**config.mk**
```make
export PLATFORM = sky130hd
export DESIGN_NAME = tweezer_lockin_top
export DESIGN_NICKNAME = d
export VERILOG_FILES = /design/src/lockin_dsp_pkg.sv /design/src/lockin_regs_pkg.sv /design/src/tweezer_lockin_top.sv /design/src/dac_serializer.sv /design/src/tweezer_pi.sv /design/src/position_frontend.sv /design/src/apb_param_regs.sv
export SDC_FILE = /design/constraint.sdc
export NUM_CORES = 2
export LEC_CHECK = 0
export BUFFER_PORTS_ARGS = -buffer_cell sky130_fd_sc_hd__buf_2
export CAP_MARGIN = 20
export CORE_MARGIN = 2
export CORE_UTILIZATION = 50
export CTS_BUF_LIST = sky130_fd_sc_hd__clkbuf_16
export DETAILED_ROUTE_END_ITERATION = 8
export GPL_TIMING_DRIVEN = 0
export PLACE_DENSITY = 0.76
export SLEW_MARGIN = 40
export SYNTH_ARGS = -nofsm -noshare
export SYNTH_HDL_FRONTEND = slang
export SYNTH_SLANG_ARGS = --single-unit
```
**constraint.sdc**
```tcl
create_clock -name clk_50 -period 29.1 [get_ports clk_50]
set_input_delay 1.455 -clock clk_50 [delete_from_list [all_inputs] [get_ports clk_50]]
set_output_delay 1.455 -clock clk_50 [all_outputs]
set_load 0.02 [all_outputs]
```
**src/lockin_dsp_pkg.sv**
```systemverilog
`default_nettype none

package lockin_dsp_pkg;

	// adc samples and fixed point format of the pi gains
	localparam int sample_w   = 16;
	localparam int coeff_w    = 26;
	// gains span -2 .. just under 2
	localparam int coeff_frac = 24;
	localparam int work_w     = 28;

	// dac side
	localparam int dac_w     = 16;
	localparam int n_dac     = 4;
	// minimum cs_n high time between frames, in clocks
	localparam int dac_gap   = 2;
	// attenuation of the position monitor output
	localparam int ray_shift = 3;
	// offset binary zero
	localparam logic [dac_w-1:0] dac_mid = 16'h8000;

	// adc full scale codes
	localparam logic [sample_w-1:0] sat_pos = 16'h7FFF;
	localparam logic [sample_w-1:0] sat_neg = 16'h8000;

	typedef struct packed {
		logic signed [sample_w-1:0] a;
		logic signed [sample_w-1:0] b;
		logic signed [sample_w-1:0] c;
		logic signed [sample_w-1:0] d;
	} adc_sample_t;

	typedef struct packed {
		logic                       enable;
		logic                       reset_pulse;
		logic signed [coeff_w-1:0]  kp;
		logic signed [coeff_w-1:0]  ki;
		logic signed [sample_w-1:0] setpoint;
		logic signed [sample_w-1:0] limit_hi;
		logic signed [sample_w-1:0] limit_lo;
		logic signed [sample_w-1:0] out_disabled;
	} pi_cfg_t;

	typedef struct packed {
		logic [dac_w-1:0] dac4;
		logic [dac_w-1:0] dac3;
		logic [dac_w-1:0] dac2;
		logic [dac_w-1:0] dac1;
	} dac_frame_t;

endpackage

`default_nettype wire

```
**src/lockin_regs_pkg.sv**
```systemverilog
`default_nettype none

package lockin_regs_pkg;

	// apb bus geometry
	localparam int apb_addr_w = 8;
	localparam int apb_data_w = 32;

	// register map, byte addresses, word aligned
	localparam logic [apb_addr_w-1:0] reg_ctrl         = 8'h00;
	localparam logic [apb_addr_w-1:0] reg_kp           = 8'h04;
	localparam logic [apb_addr_w-1:0] reg_ki           = 8'h08;
	localparam logic [apb_addr_w-1:0] reg_setpoint     = 8'h0C;
	localparam logic [apb_addr_w-1:0] reg_limit_hi     = 8'h10;
	localparam logic [apb_addr_w-1:0] reg_limit_lo     = 8'h14;
	localparam logic [apb_addr_w-1:0] reg_out_disabled = 8'h18;
	localparam logic [apb_addr_w-1:0] reg_xdiff_offset = 8'h1C;
	localparam logic [apb_addr_w-1:0] reg_status       = 8'h20;

	// ctrl register bits
	localparam int ctrl_enable_bit = 0;
	// self clearing, always reads 0
	localparam int ctrl_reset_bit = 1;

	// status holds one saturation flag per adc channel, d in the msb
	localparam int status_w = 4;

	typedef struct packed {
		logic                  psel;
		logic                  penable;
		logic                  pwrite;
		logic [apb_addr_w-1:0] paddr;
		logic [apb_data_w-1:0] pwdata;
	} apb_req_t;

	typedef struct packed {
		logic [apb_data_w-1:0] prdata;
		logic                  pready;
		logic                  pslverr;
	} apb_rsp_t;

endpackage

`default_nettype wire
```
**src/tweezer_lockin_top.sv**
```systemverilog
`timescale 1ns/1ps
`default_nettype none

module tweezer_lockin_top import lockin_regs_pkg::*, lockin_dsp_pkg::*; (
	input  wire logic        clk_50,
	input  wire logic        arst_n,
	input  wire apb_req_t    apb_req,
	output apb_rsp_t         apb_rsp,
	input  wire adc_sample_t adc,
	input  wire logic        adc_valid,
	output logic             dac_sck,
	output logic [3:0]       dac_cs_n,
	output logic [3:0]       dac_sdo
);

	pi_cfg_t                    pi_cfg;
	logic signed [sample_w-1:0] xdiff_offset;
	logic [status_w-1:0]        sat_flags;
	logic signed [sample_w-1:0] position;
	logic signed [sample_w-1:0] xdiff_raw;
	logic                       position_valid;
	logic signed [sample_w-1:0] ctrl_out;
	logic                       ctrl_valid;
	logic signed [sample_w-1:0] position_out;
	logic signed [sample_w-1:0] xdiff_out;
	logic signed [sample_w-1:0] ray;
	dac_frame_t                 frame;

	apb_param_regs i_regs (
		.clk_50       (clk_50),
		.arst_n       (arst_n),
		.apb_req      (apb_req),
		.apb_rsp      (apb_rsp),
		.sat_flags    (sat_flags),
		.pi_cfg       (pi_cfg),
		.xdiff_offset (xdiff_offset)
	);

	position_frontend i_frontend (
		.clk_50         (clk_50),
		.arst_n         (arst_n),
		.adc            (adc),
		.adc_valid      (adc_valid),
		.xdiff_offset   (xdiff_offset),
		.position       (position),
		.xdiff_raw      (xdiff_raw),
		.position_valid (position_valid),
		.sat_flags      (sat_flags)
	);

	tweezer_pi i_pi (
		.clk_50         (clk_50),
		.arst_n         (arst_n),
		.cfg            (pi_cfg),
		.position       (position),
		.xdiff_raw      (xdiff_raw),
		.position_valid (position_valid),
		.ctrl_out       (ctrl_out),
		.ctrl_valid     (ctrl_valid),
		.position_out   (position_out),
		.xdiff_out      (xdiff_out)
	);

	// shift kept apart from the add so it stays arithmetic
	assign ray = position_out >>> ray_shift;

	// offset binary for the dacs, sums wrap at 16 bits
	assign frame.dac1 = dac_mid;
	assign frame.dac2 = ctrl_out + dac_mid;
	assign frame.dac3 = ray + dac_mid;
	assign frame.dac4 = xdiff_out + dac_mid;

	dac_serializer i_dac (
		.clk_50 (clk_50),
		.arst_n (arst_n),
		.frame  (frame),
		.load   (ctrl_valid),
		.busy   (),
		.sck    (dac_sck),
		.cs_n   (dac_cs_n),
		.sdo    (dac_sdo)
	);

endmodule

`default_nettype wire

```
**src/dac_serializer.sv**
```systemverilog
`timescale 1ns/1ps
`default_nettype none

module dac_serializer import lockin_dsp_pkg::*; (
	input  wire logic       clk_50,
	input  wire logic       arst_n,
	input  wire dac_frame_t frame,
	input  wire logic       load,
	output logic            busy,
	output logic            sck,
	output logic [3:0]      cs_n,
	output logic [3:0]      sdo
);

	localparam int cnt_w = $clog2(dac_w);

	typedef enum logic [1:0] {
		st_idle,
		st_shift,
		st_gap
	} state_t;

	state_t                        state;
	logic [cnt_w-1:0]              bit_cnt;
	logic [n_dac-1:0][dac_w-1:0]   words;
	logic [n_dac-1:0][dac_w-1:0]   sr;
	logic                          start;
	logic                          shift_bit;

	// index 0 drives the first dac
	assign words     = {frame.dac4, frame.dac3, frame.dac2, frame.dac1};
	// loads while busy are dropped
	assign start     = load & (state == st_idle);
	// next bit goes out on the falling sck edge
	assign shift_bit = (state == st_shift) & sck;
	assign busy      = (state != st_idle);

	always_ff @(posedge clk_50) begin
		if (start)
			sr <= words;
		else if (shift_bit)
			for (int i = 0; i < n_dac; i++)
				sr[i] <= {sr[i][dac_w-2:0], 1'b0};
	end

	always_ff @(posedge clk_50 or negedge arst_n) begin
		if (!arst_n) begin
			state   <= st_idle;
			bit_cnt <= '0;
			sck     <= 1'b0;
			cs_n    <= '1;
			sdo     <= '0;
		end else begin
			case (state)
				st_idle: begin
					if (load) begin
						state   <= st_shift;
						bit_cnt <= '0;
						cs_n    <= '0;
						// msb is set up during the first low half
						for (int i = 0; i < n_dac; i++)
							sdo[i] <= words[i][dac_w-1];
					end
				end
				st_shift: begin
					if (!sck) begin
						// dac samples here
						sck <= 1'b1;
					end else begin
						sck <= 1'b0;
						if (bit_cnt == cnt_w'(dac_w - 1)) begin
							state   <= st_gap;
							bit_cnt <= '0;
							cs_n    <= '1;
							sdo     <= '0;
						end else begin
							bit_cnt <= bit_cnt + 1'b1;
							for (int i = 0; i < n_dac; i++)
								sdo[i] <= sr[i][dac_w-2];
						end
					end
				end
				st_gap: begin
					// cs_n held high before accepting the next frame
					if (bit_cnt == cnt_w'(dac_gap - 1))
						state <= st_idle;
					else
						bit_cnt <= bit_cnt + 1'b1;
				end
				default: state <= st_idle;
			endcase
		end
	end

endmodule

`default_nettype wire

```
**src/tweezer_pi.sv**
```systemverilog
`timescale 1ns/1ps
`default_nettype none

module tweezer_pi import lockin_dsp_pkg::*; (
	input  wire logic                        clk_50,
	input  wire logic                        arst_n,
	input  wire pi_cfg_t                     cfg,
	input  wire logic signed [sample_w-1:0]  position,
	input  wire logic signed [sample_w-1:0]  xdiff_raw,
	input  wire logic                        position_valid,
	output logic signed [sample_w-1:0]       ctrl_out,
	output logic                             ctrl_valid,
	output logic signed [sample_w-1:0]       position_out,
	output logic signed [sample_w-1:0]       xdiff_out
);

	localparam int err_w  = sample_w + 1;
	localparam int prod_w = coeff_w + err_w;

	logic signed [err_w-1:0]    err;
	logic signed [prod_w-1:0]   p_prod;
	logic signed [prod_w-1:0]   i_prod;
	logic                       valid_s1;
	logic signed [work_w-1:0]   p_s1;
	logic signed [work_w-1:0]   step_s1;
	logic signed [sample_w-1:0] pos_s1;
	logic signed [sample_w-1:0] xdiff_s1;
	logic signed [work_w-1:0]   lim_hi;
	logic signed [work_w-1:0]   lim_lo;
	logic signed [work_w-1:0]   integ;
	logic signed [work_w-1:0]   integ_base;
	logic signed [work_w-1:0]   integ_next;
	logic signed [work_w-1:0]   out_clamped;

	function automatic logic signed [work_w-1:0] clamp(
		input logic signed [work_w-1:0] v,
		input logic signed [work_w-1:0] lo,
		input logic signed [work_w-1:0] hi
	);
		if (v > hi)
			return hi;
		else if (v < lo)
			return lo;
		return v;
	endfunction

	// stage 1, error and both products
	always_comb begin
		err    = err_w'(cfg.setpoint) - err_w'(position);
		p_prod = cfg.kp * err;
		i_prod = cfg.ki * err;
	end

	always_ff @(posedge clk_50 or negedge arst_n) begin
		if (!arst_n)
			valid_s1 <= 1'b0;
		else
			valid_s1 <= position_valid;
	end

	// >>> floors toward minus infinity
	always_ff @(posedge clk_50) begin
		if (position_valid) begin
			p_s1     <= work_w'(p_prod >>> coeff_frac);
			step_s1  <= work_w'(i_prod >>> coeff_frac);
			pos_s1   <= position;
			xdiff_s1 <= xdiff_raw;
		end
	end

	// stage 2, integrator and output clamp
	assign lim_hi = work_w'(cfg.limit_hi);
	assign lim_lo = work_w'(cfg.limit_lo);

	// a reset pulse restarts the integrator from zero
	assign integ_base  = cfg.reset_pulse ? '0 : integ;
	assign integ_next  = clamp(integ_base + step_s1, lim_lo, lim_hi);
	assign out_clamped = clamp(p_s1 + integ_next, lim_lo, lim_hi);

	always_ff @(posedge clk_50 or negedge arst_n) begin
		if (!arst_n) begin
			integ      <= '0;
			ctrl_valid <= 1'b0;
		end else begin
			ctrl_valid <= valid_s1;
			// disabled loop keeps integrator parked at 0
			if (!cfg.enable)
				integ <= '0;
			else if (valid_s1)
				integ <= integ_next;
			else if (cfg.reset_pulse)
				integ <= '0;
		end
	end

	always_ff @(posedge clk_50) begin
		if (valid_s1) begin
			ctrl_out     <= cfg.enable ? out_clamped[sample_w-1:0] : cfg.out_disabled;
			position_out <= pos_s1;
			xdiff_out    <= xdiff_s1;
		end
	end

endmodule

`default_nettype wire

```
**src/position_frontend.sv**
```systemverilog
`timescale 1ns/1ps
`default_nettype none

module position_frontend import lockin_dsp_pkg::*; (
	input  wire logic                        clk_50,
	input  wire logic                        arst_n,
	input  wire adc_sample_t                 adc,
	input  wire logic                        adc_valid,
	input  wire logic signed [sample_w-1:0]  xdiff_offset,
	output logic signed [sample_w-1:0]       position,
	output logic signed [sample_w-1:0]       xdiff_raw,
	output logic                             position_valid,
	output logic [3:0]                       sat_flags
);

	logic signed [sample_w:0]   diff;
	logic signed [sample_w-1:0] diff_sat;

	// a channel pinned at either rail
	function automatic logic full_scale(input logic [sample_w-1:0] s);
		return (s == sat_pos) || (s == sat_neg);
	endfunction

	// one guard bit, so the difference never wraps
	assign diff = (sample_w+1)'(adc.d) - (sample_w+1)'(xdiff_offset);

	// top two bits disagree means out of 16-bit range
	always_comb begin
		if (diff[sample_w] != diff[sample_w-1])
			diff_sat = diff[sample_w] ? sat_neg : sat_pos;
		else
			diff_sat = diff[sample_w-1:0];
	end

	always_ff @(posedge clk_50 or negedge arst_n) begin
		if (!arst_n) begin
			position_valid <= 1'b0;
			sat_flags      <= '0;
		end else begin
			position_valid <= adc_valid;
			// flags follow the last valid sample
			if (adc_valid)
				sat_flags <= {full_scale(adc.d), full_scale(adc.c),
					full_scale(adc.b), full_scale(adc.a)};
		end
	end

	always_ff @(posedge clk_50) begin
		if (adc_valid) begin
			xdiff_raw <= adc.d;
			position  <= diff_sat;
		end
	end

endmodule

`default_nettype wire

```
**src/apb_param_regs.sv**
```systemverilog
`timescale 1ns/1ps
`default_nettype none

module apb_param_regs import lockin_regs_pkg::*, lockin_dsp_pkg::*; (
	input  wire logic                    clk_50,
	input  wire logic                    arst_n,
	input  wire apb_req_t                apb_req,
	output apb_rsp_t                     apb_rsp,
	input  wire logic [status_w-1:0]     sat_flags,
	output pi_cfg_t                      pi_cfg,
	output logic signed [sample_w-1:0]   xdiff_offset
);

	pi_cfg_t                    cfg_q;
	logic signed [sample_w-1:0] xdiff_offset_q;
	logic                       access;
	logic                       addr_hit;
	logic                       status_wr;
	logic                       wr_en;
	logic [apb_data_w-1:0]      rdata;

	// access phase of a transfer, never any wait states
	assign access    = apb_req.psel & apb_req.penable;
	assign status_wr = apb_req.pwrite & (apb_req.paddr == reg_status);
	assign wr_en     = access & apb_req.pwrite & addr_hit & ~status_wr;

	// address decode and read mux
	always_comb begin
		addr_hit = 1'b1;
		rdata    = '0;
		case (apb_req.paddr)
			reg_ctrl:         rdata[ctrl_enable_bit] = cfg_q.enable;
			reg_kp:           rdata[coeff_w-1:0]     = cfg_q.kp;
			reg_ki:           rdata[coeff_w-1:0]     = cfg_q.ki;
			reg_setpoint:     rdata[sample_w-1:0]    = cfg_q.setpoint;
			reg_limit_hi:     rdata[sample_w-1:0]    = cfg_q.limit_hi;
			reg_limit_lo:     rdata[sample_w-1:0]    = cfg_q.limit_lo;
			reg_out_disabled: rdata[sample_w-1:0]    = cfg_q.out_disabled;
			reg_xdiff_offset: rdata[sample_w-1:0]    = xdiff_offset_q;
			reg_status:       rdata[status_w-1:0]    = sat_flags;
			default:          addr_hit               = 1'b0;
		endcase
	end

	// read data only on read access phases
	assign apb_rsp.prdata  = (access & ~apb_req.pwrite) ? rdata : '0;
	assign apb_rsp.pready  = 1'b1;
	// unmapped address, or write to read-only status
	assign apb_rsp.pslverr = access & (~addr_hit | status_wr);

	always_ff @(posedge clk_50 or negedge arst_n) begin
		if (!arst_n) begin
			cfg_q          <= '0;
			cfg_q.limit_hi <= sat_pos;
			cfg_q.limit_lo <= sat_neg;
			xdiff_offset_q <= '0;
		end else begin
			// pi reset lasts a single cycle
			cfg_q.reset_pulse <= 1'b0;
			if (wr_en) begin
				case (apb_req.paddr)
					reg_ctrl: begin
						cfg_q.enable      <= apb_req.pwdata[ctrl_enable_bit];
						cfg_q.reset_pulse <= apb_req.pwdata[ctrl_reset_bit];
					end
					reg_kp:           cfg_q.kp           <= apb_req.pwdata[coeff_w-1:0];
					reg_ki:           cfg_q.ki           <= apb_req.pwdata[coeff_w-1:0];
					reg_setpoint:     cfg_q.setpoint     <= apb_req.pwdata[sample_w-1:0];
					reg_limit_hi:     cfg_q.limit_hi     <= apb_req.pwdata[sample_w-1:0];
					reg_limit_lo:     cfg_q.limit_lo     <= apb_req.pwdata[sample_w-1:0];
					reg_out_disabled: cfg_q.out_disabled <= apb_req.pwdata[sample_w-1:0];
					reg_xdiff_offset: xdiff_offset_q     <= apb_req.pwdata[sample_w-1:0];
					default: ;
				endcase
			end
		end
	end

	assign pi_cfg       = cfg_q;
	assign xdiff_offset = xdiff_offset_q;

endmodule

`default_nettype wire

```
==> impl_metrics.json <==
{
  "uppermost_metal_layer_occupied_by_signal_nets": "met5",
  "netlist-cell-type-count": 113,
  "clock_tree.htree_level_count": 2,
  "crit_required_ps": 29370,
  "initial_utilization_pct": 50.2,
  "post-place-cells": 6822,
  "postCtsResizedCells": 0,
  "vias": 39900,
  "dpl.hpwl_um": 130000,
  "finish.net_count": 6851,
  "gr-total-overflow": 0,
  "number_of_antenna_violations_at_the_first_check_in_global_routing": 16,
  "clk_latency_ps": 600,
  "die_h_um": 326,
  "leakage_nw": 25.4,
  "status": "completed",
  "std_cell_rows": 118,
  "setup.worst_path.class": "reg -> reg",
  "cts_inserted_buffers": 42,
  "wl_per_cell_um": 22.9,
  "largest_family_of_logic_cells_by_synthesized_area": "adder cells",
  "mappedNetlistArea_mm2": 0.0518,
  "worst_slew_pin_slew_ps": 1000,
  "most_frequent_cell_after_synthesis": "sky130_fd_sc_hd__inv_1",
  "hold_buffers": 0,
  "critical_path_peak_fanout": 10,
  "number_of_synthesized_flops_with_an_enable_pin": 189,
  "detail_route.iter0.violations": 3792,
  "critical-path-slowest-cell": "sky130_fd_sc_hd__dfrtp_1",
  "ant_nets": 0,
  "worstHoldPathType": "reg -> reg",
  "synth_compound_gate_area_share_pct": 9.14,
  "finalWeightedCongestion": 1.02,
  "vdd_ir_drop_max_mv": 0.0611,
  "synth_fa_ha_area_share_pct": 42.9,
  "io_pins": 153,
  "rsz0062_at_grt": "no",
  "whs_ps": 418,
  "synthFlopType": "sky130_fd_sc_hd__edfxtp_1",
  "yosys_top_cell_area_share_pct": 33.4,
  "synthCells": 5289,
  "post_drt_via_cell_ratio": 5.79,
  "critical_path.max_stage_delay_ps": 550,
  "critPathArrivalTime_ps": 13690,
  "core_mm2": 0.103,
  "clock-root-buffer": "sky130_fd_sc_hd__clkbuf_16",
  "timing.clock.skew_ps": 50.4,
  "finalWorstPathRequiredPeriod_ps": 13420,
  "cts-root-to-sink-buffers": 3,
  "detail_route.first_pass.iterations": 9,
  "detailroute.wirelength.met3_um": 16500,
  "max-slew-margin-rel_pct": 33.2,
  "final-hold-violation-count": 0,
  "grt_pass1_wl_um": 244000,
  "final-setup-viol-count": 0,
  "clk_transition_reported_paths_ps": 70,
  "fp.dieW_um": 326,
  "muxShareOfSynthArea_pct": 2.47,
  "layout.cells.non_filler": 6903,
  "io_buffer_count": 139,
  "final-max-slew-violation-count": 0,
  "post_synth_xor_area_fraction_pct": 2.33,
  "max_cap_viol_count": 0,
  "area.growth.synth_to_final_pct": 8.09,
  "synth_commonest_cells": "sky130_fd_sc_hd__inv_1, sky130_fd_sc_hd__fa_1, sky130_fd_sc_hd__nand2_1",
  "critPathLaunchType": "flop",
  "routed-wl-met2_um": 72300,
  "routed_wl_um": 158000,
  "fraction_of_layout_cells_with_a_size_suffix_above_1_pct": 7.90,
  "synth.yosys.warnings": 0,
  "synthesis.area_per_instance_um2": 9.80,
  "total_power_density_per_cell_area_mw_per_mm2": 29.9,
  "grt_usage_pct": 30.1,
  "timing.fmax_ghz": 0.0745,
  "async_reset_ff_share_pct": 48.9,
  "grt_pass1_vias": 41700,
  "post-route-drc-count": 0,
  "synthTopCellsByArea": "sky130_fd_sc_hd__fa_1, sky130_fd_sc_hd__edfxtp_1, sky130_fd_sc_hd__ha_1",
  "setup_tns_ps": 0,
  "final.period_utilization_pct": 46.1,
  "seq_area_frac_synth_pct": 19.7,
  "floorplan.die_area_mm2": 0.106,
  "synth_top_area_cell": "sky130_fd_sc_hd__fa_1",
  "ys_seq_elements": 370,
  "cts_tree": "yes",
  "critPathCaptureType": "flop",
  "post_synth_and_or_nand_nor_area_fraction_pct": 14.3,
  "met1_length_um": 61100,
  "grt_max_degree": 70,
  "cts_setup_buffers": 0,
  "numClockSinks": 370
}
-- cell usage in the layout (no fill, tap or decap), drive strengths merged, types with 12 or more instances in the layout --
cell type,Yosys,routed
o31ai,12,12
clkinv,0,17
o21ai,151,151
nand2b,74,74
and2,284,284
dfstp,17,17
o21bai,13,13
xor2,27,27
nand4,41,41
nand3,48,48
o221ai,21,21
fa,864,864
a21o,74,74
xnor2,110,110
a21oi,125,125
and3,16,16
o211ai,13,13
clkbuf,250,297
o21a,25,25
inv,930,939
nor2b,106,106
nor2,147,147
a22o,53,53
a31oi,38,38
buf,32,179
nor4,17,17
a221oi,12,12
mux2,77,77
dfrtp,164,164
nand2,680,680
nor3,37,37
edfxtp,189,189
mux2i,41,41
ha,391,391
a22oi,37,37
a222oi,13,13
-- area by class of cell --
type / instances / area [um2]
plain buffers: 282 / 1240
multi-input cells: 3712 / 37000
clock buffers: 46 / 1150
well taps: 1380 / 1730
flip-flops and latches: 370 / 10200
clock inverters: 32 / 269
fillers: 9039 / 47200
repair buffers: 148 / 853
inverters: 930 / 3490
diodes: 3 / 7.51
-- through the flow --
step / setup slack [ps] / power (mW) / util (%) / area [um2]
floorplan: 18650 / 0.942 / - / 51800
global route: 14950 / 1.74 / 54.3 / 56000
global placement: 16130 / 1.10 / 52.6 / 54300
finish: 15680 / 1.68 / 54.3 / 56000
detailed placement: 16030 / 1.12 / 52.9 / 54600
CTS: 15920 / 1.67 / 54.2 / 56000
-- sequential cells by signal (all words and copies together) (netlist names), 4 cells and up --
register	flops
i_frontend.sat_flags	4
i_pi.xdiff_s1	16
i_regs.pi_cfg	118
i_dac.sr	45
i_pi.p_s1	19
i_pi.xdiff_out	16
i_dac.bit_cnt	4
i_frontend.position	16
i_dac.sdo	4
i_regs.xdiff_offset	16
i_pi.position_out	13
i_pi.integ	28
i_pi.step_s1	19
i_pi.ctrl_out	16
i_frontend.xdiff_raw	16
i_pi.pos_s1	13
-- layer usage --
layer  vias to the layer above  global-route usage [%]
li1                      17200                       -
met1                     20200                    39.2
met2                      2029                    47.9
met3                       435                    7.67
met4                         8                    12.8
met5                         -                       0
-- final timing paths --
check / slack, ps / depth (start not counted) / endpoint / start
worst min-delay path: 420 / 0 / i_pi.xdiff_s1[9] / i_frontend.xdiff_raw[9]
worst min register to register: 420 / 0 / i_pi.xdiff_s1[9] / i_frontend.xdiff_raw[9]
worst max-delay path: 15680 / 54 / i_pi.ctrl_out[15] / i_regs.pi_cfg[116]
min in group asynchronous: 780 / 1 / i_frontend.sat_flags[3] / arst_n
worst max register to register: 15680 / 54 / i_pi.ctrl_out[15] / i_regs.pi_cfg[116]
max in group asynchronous: 27540 / 2 / i_regs.pi_cfg[46] / arst_n
-- critical path, delay by kind of cell, from the launching register on --
family	cells	cell delay, ps
adders and majority gates	6	1740
buffers and inverters	11	2770
xor gates and xnor gates	1	190
DFF	1	550
AOI/OAI and AO/OA	25	6410
muxes	1	160
and+or+nand+nor	10	1260
-- logic make-up after synthesis --
family	Yosys count
and+or+nand+nor	1512
muxes	118
buffers and inverters	1212
other	2
DFF	370
xor gates and xnor gates	137
AOI/OAI and AO/OA	678
adders and majority gates	1260
-- power by group --
group	leakage [nW]	switching [mW]	internal [mW]
clock	0.706	0.241	0.308
sequential	4.01	0.0281	0.624
combinational	20.7	0.321	0.155
total	25.4	0.589	1.09
Note: power is estimated with default switching activity, not from simulation.
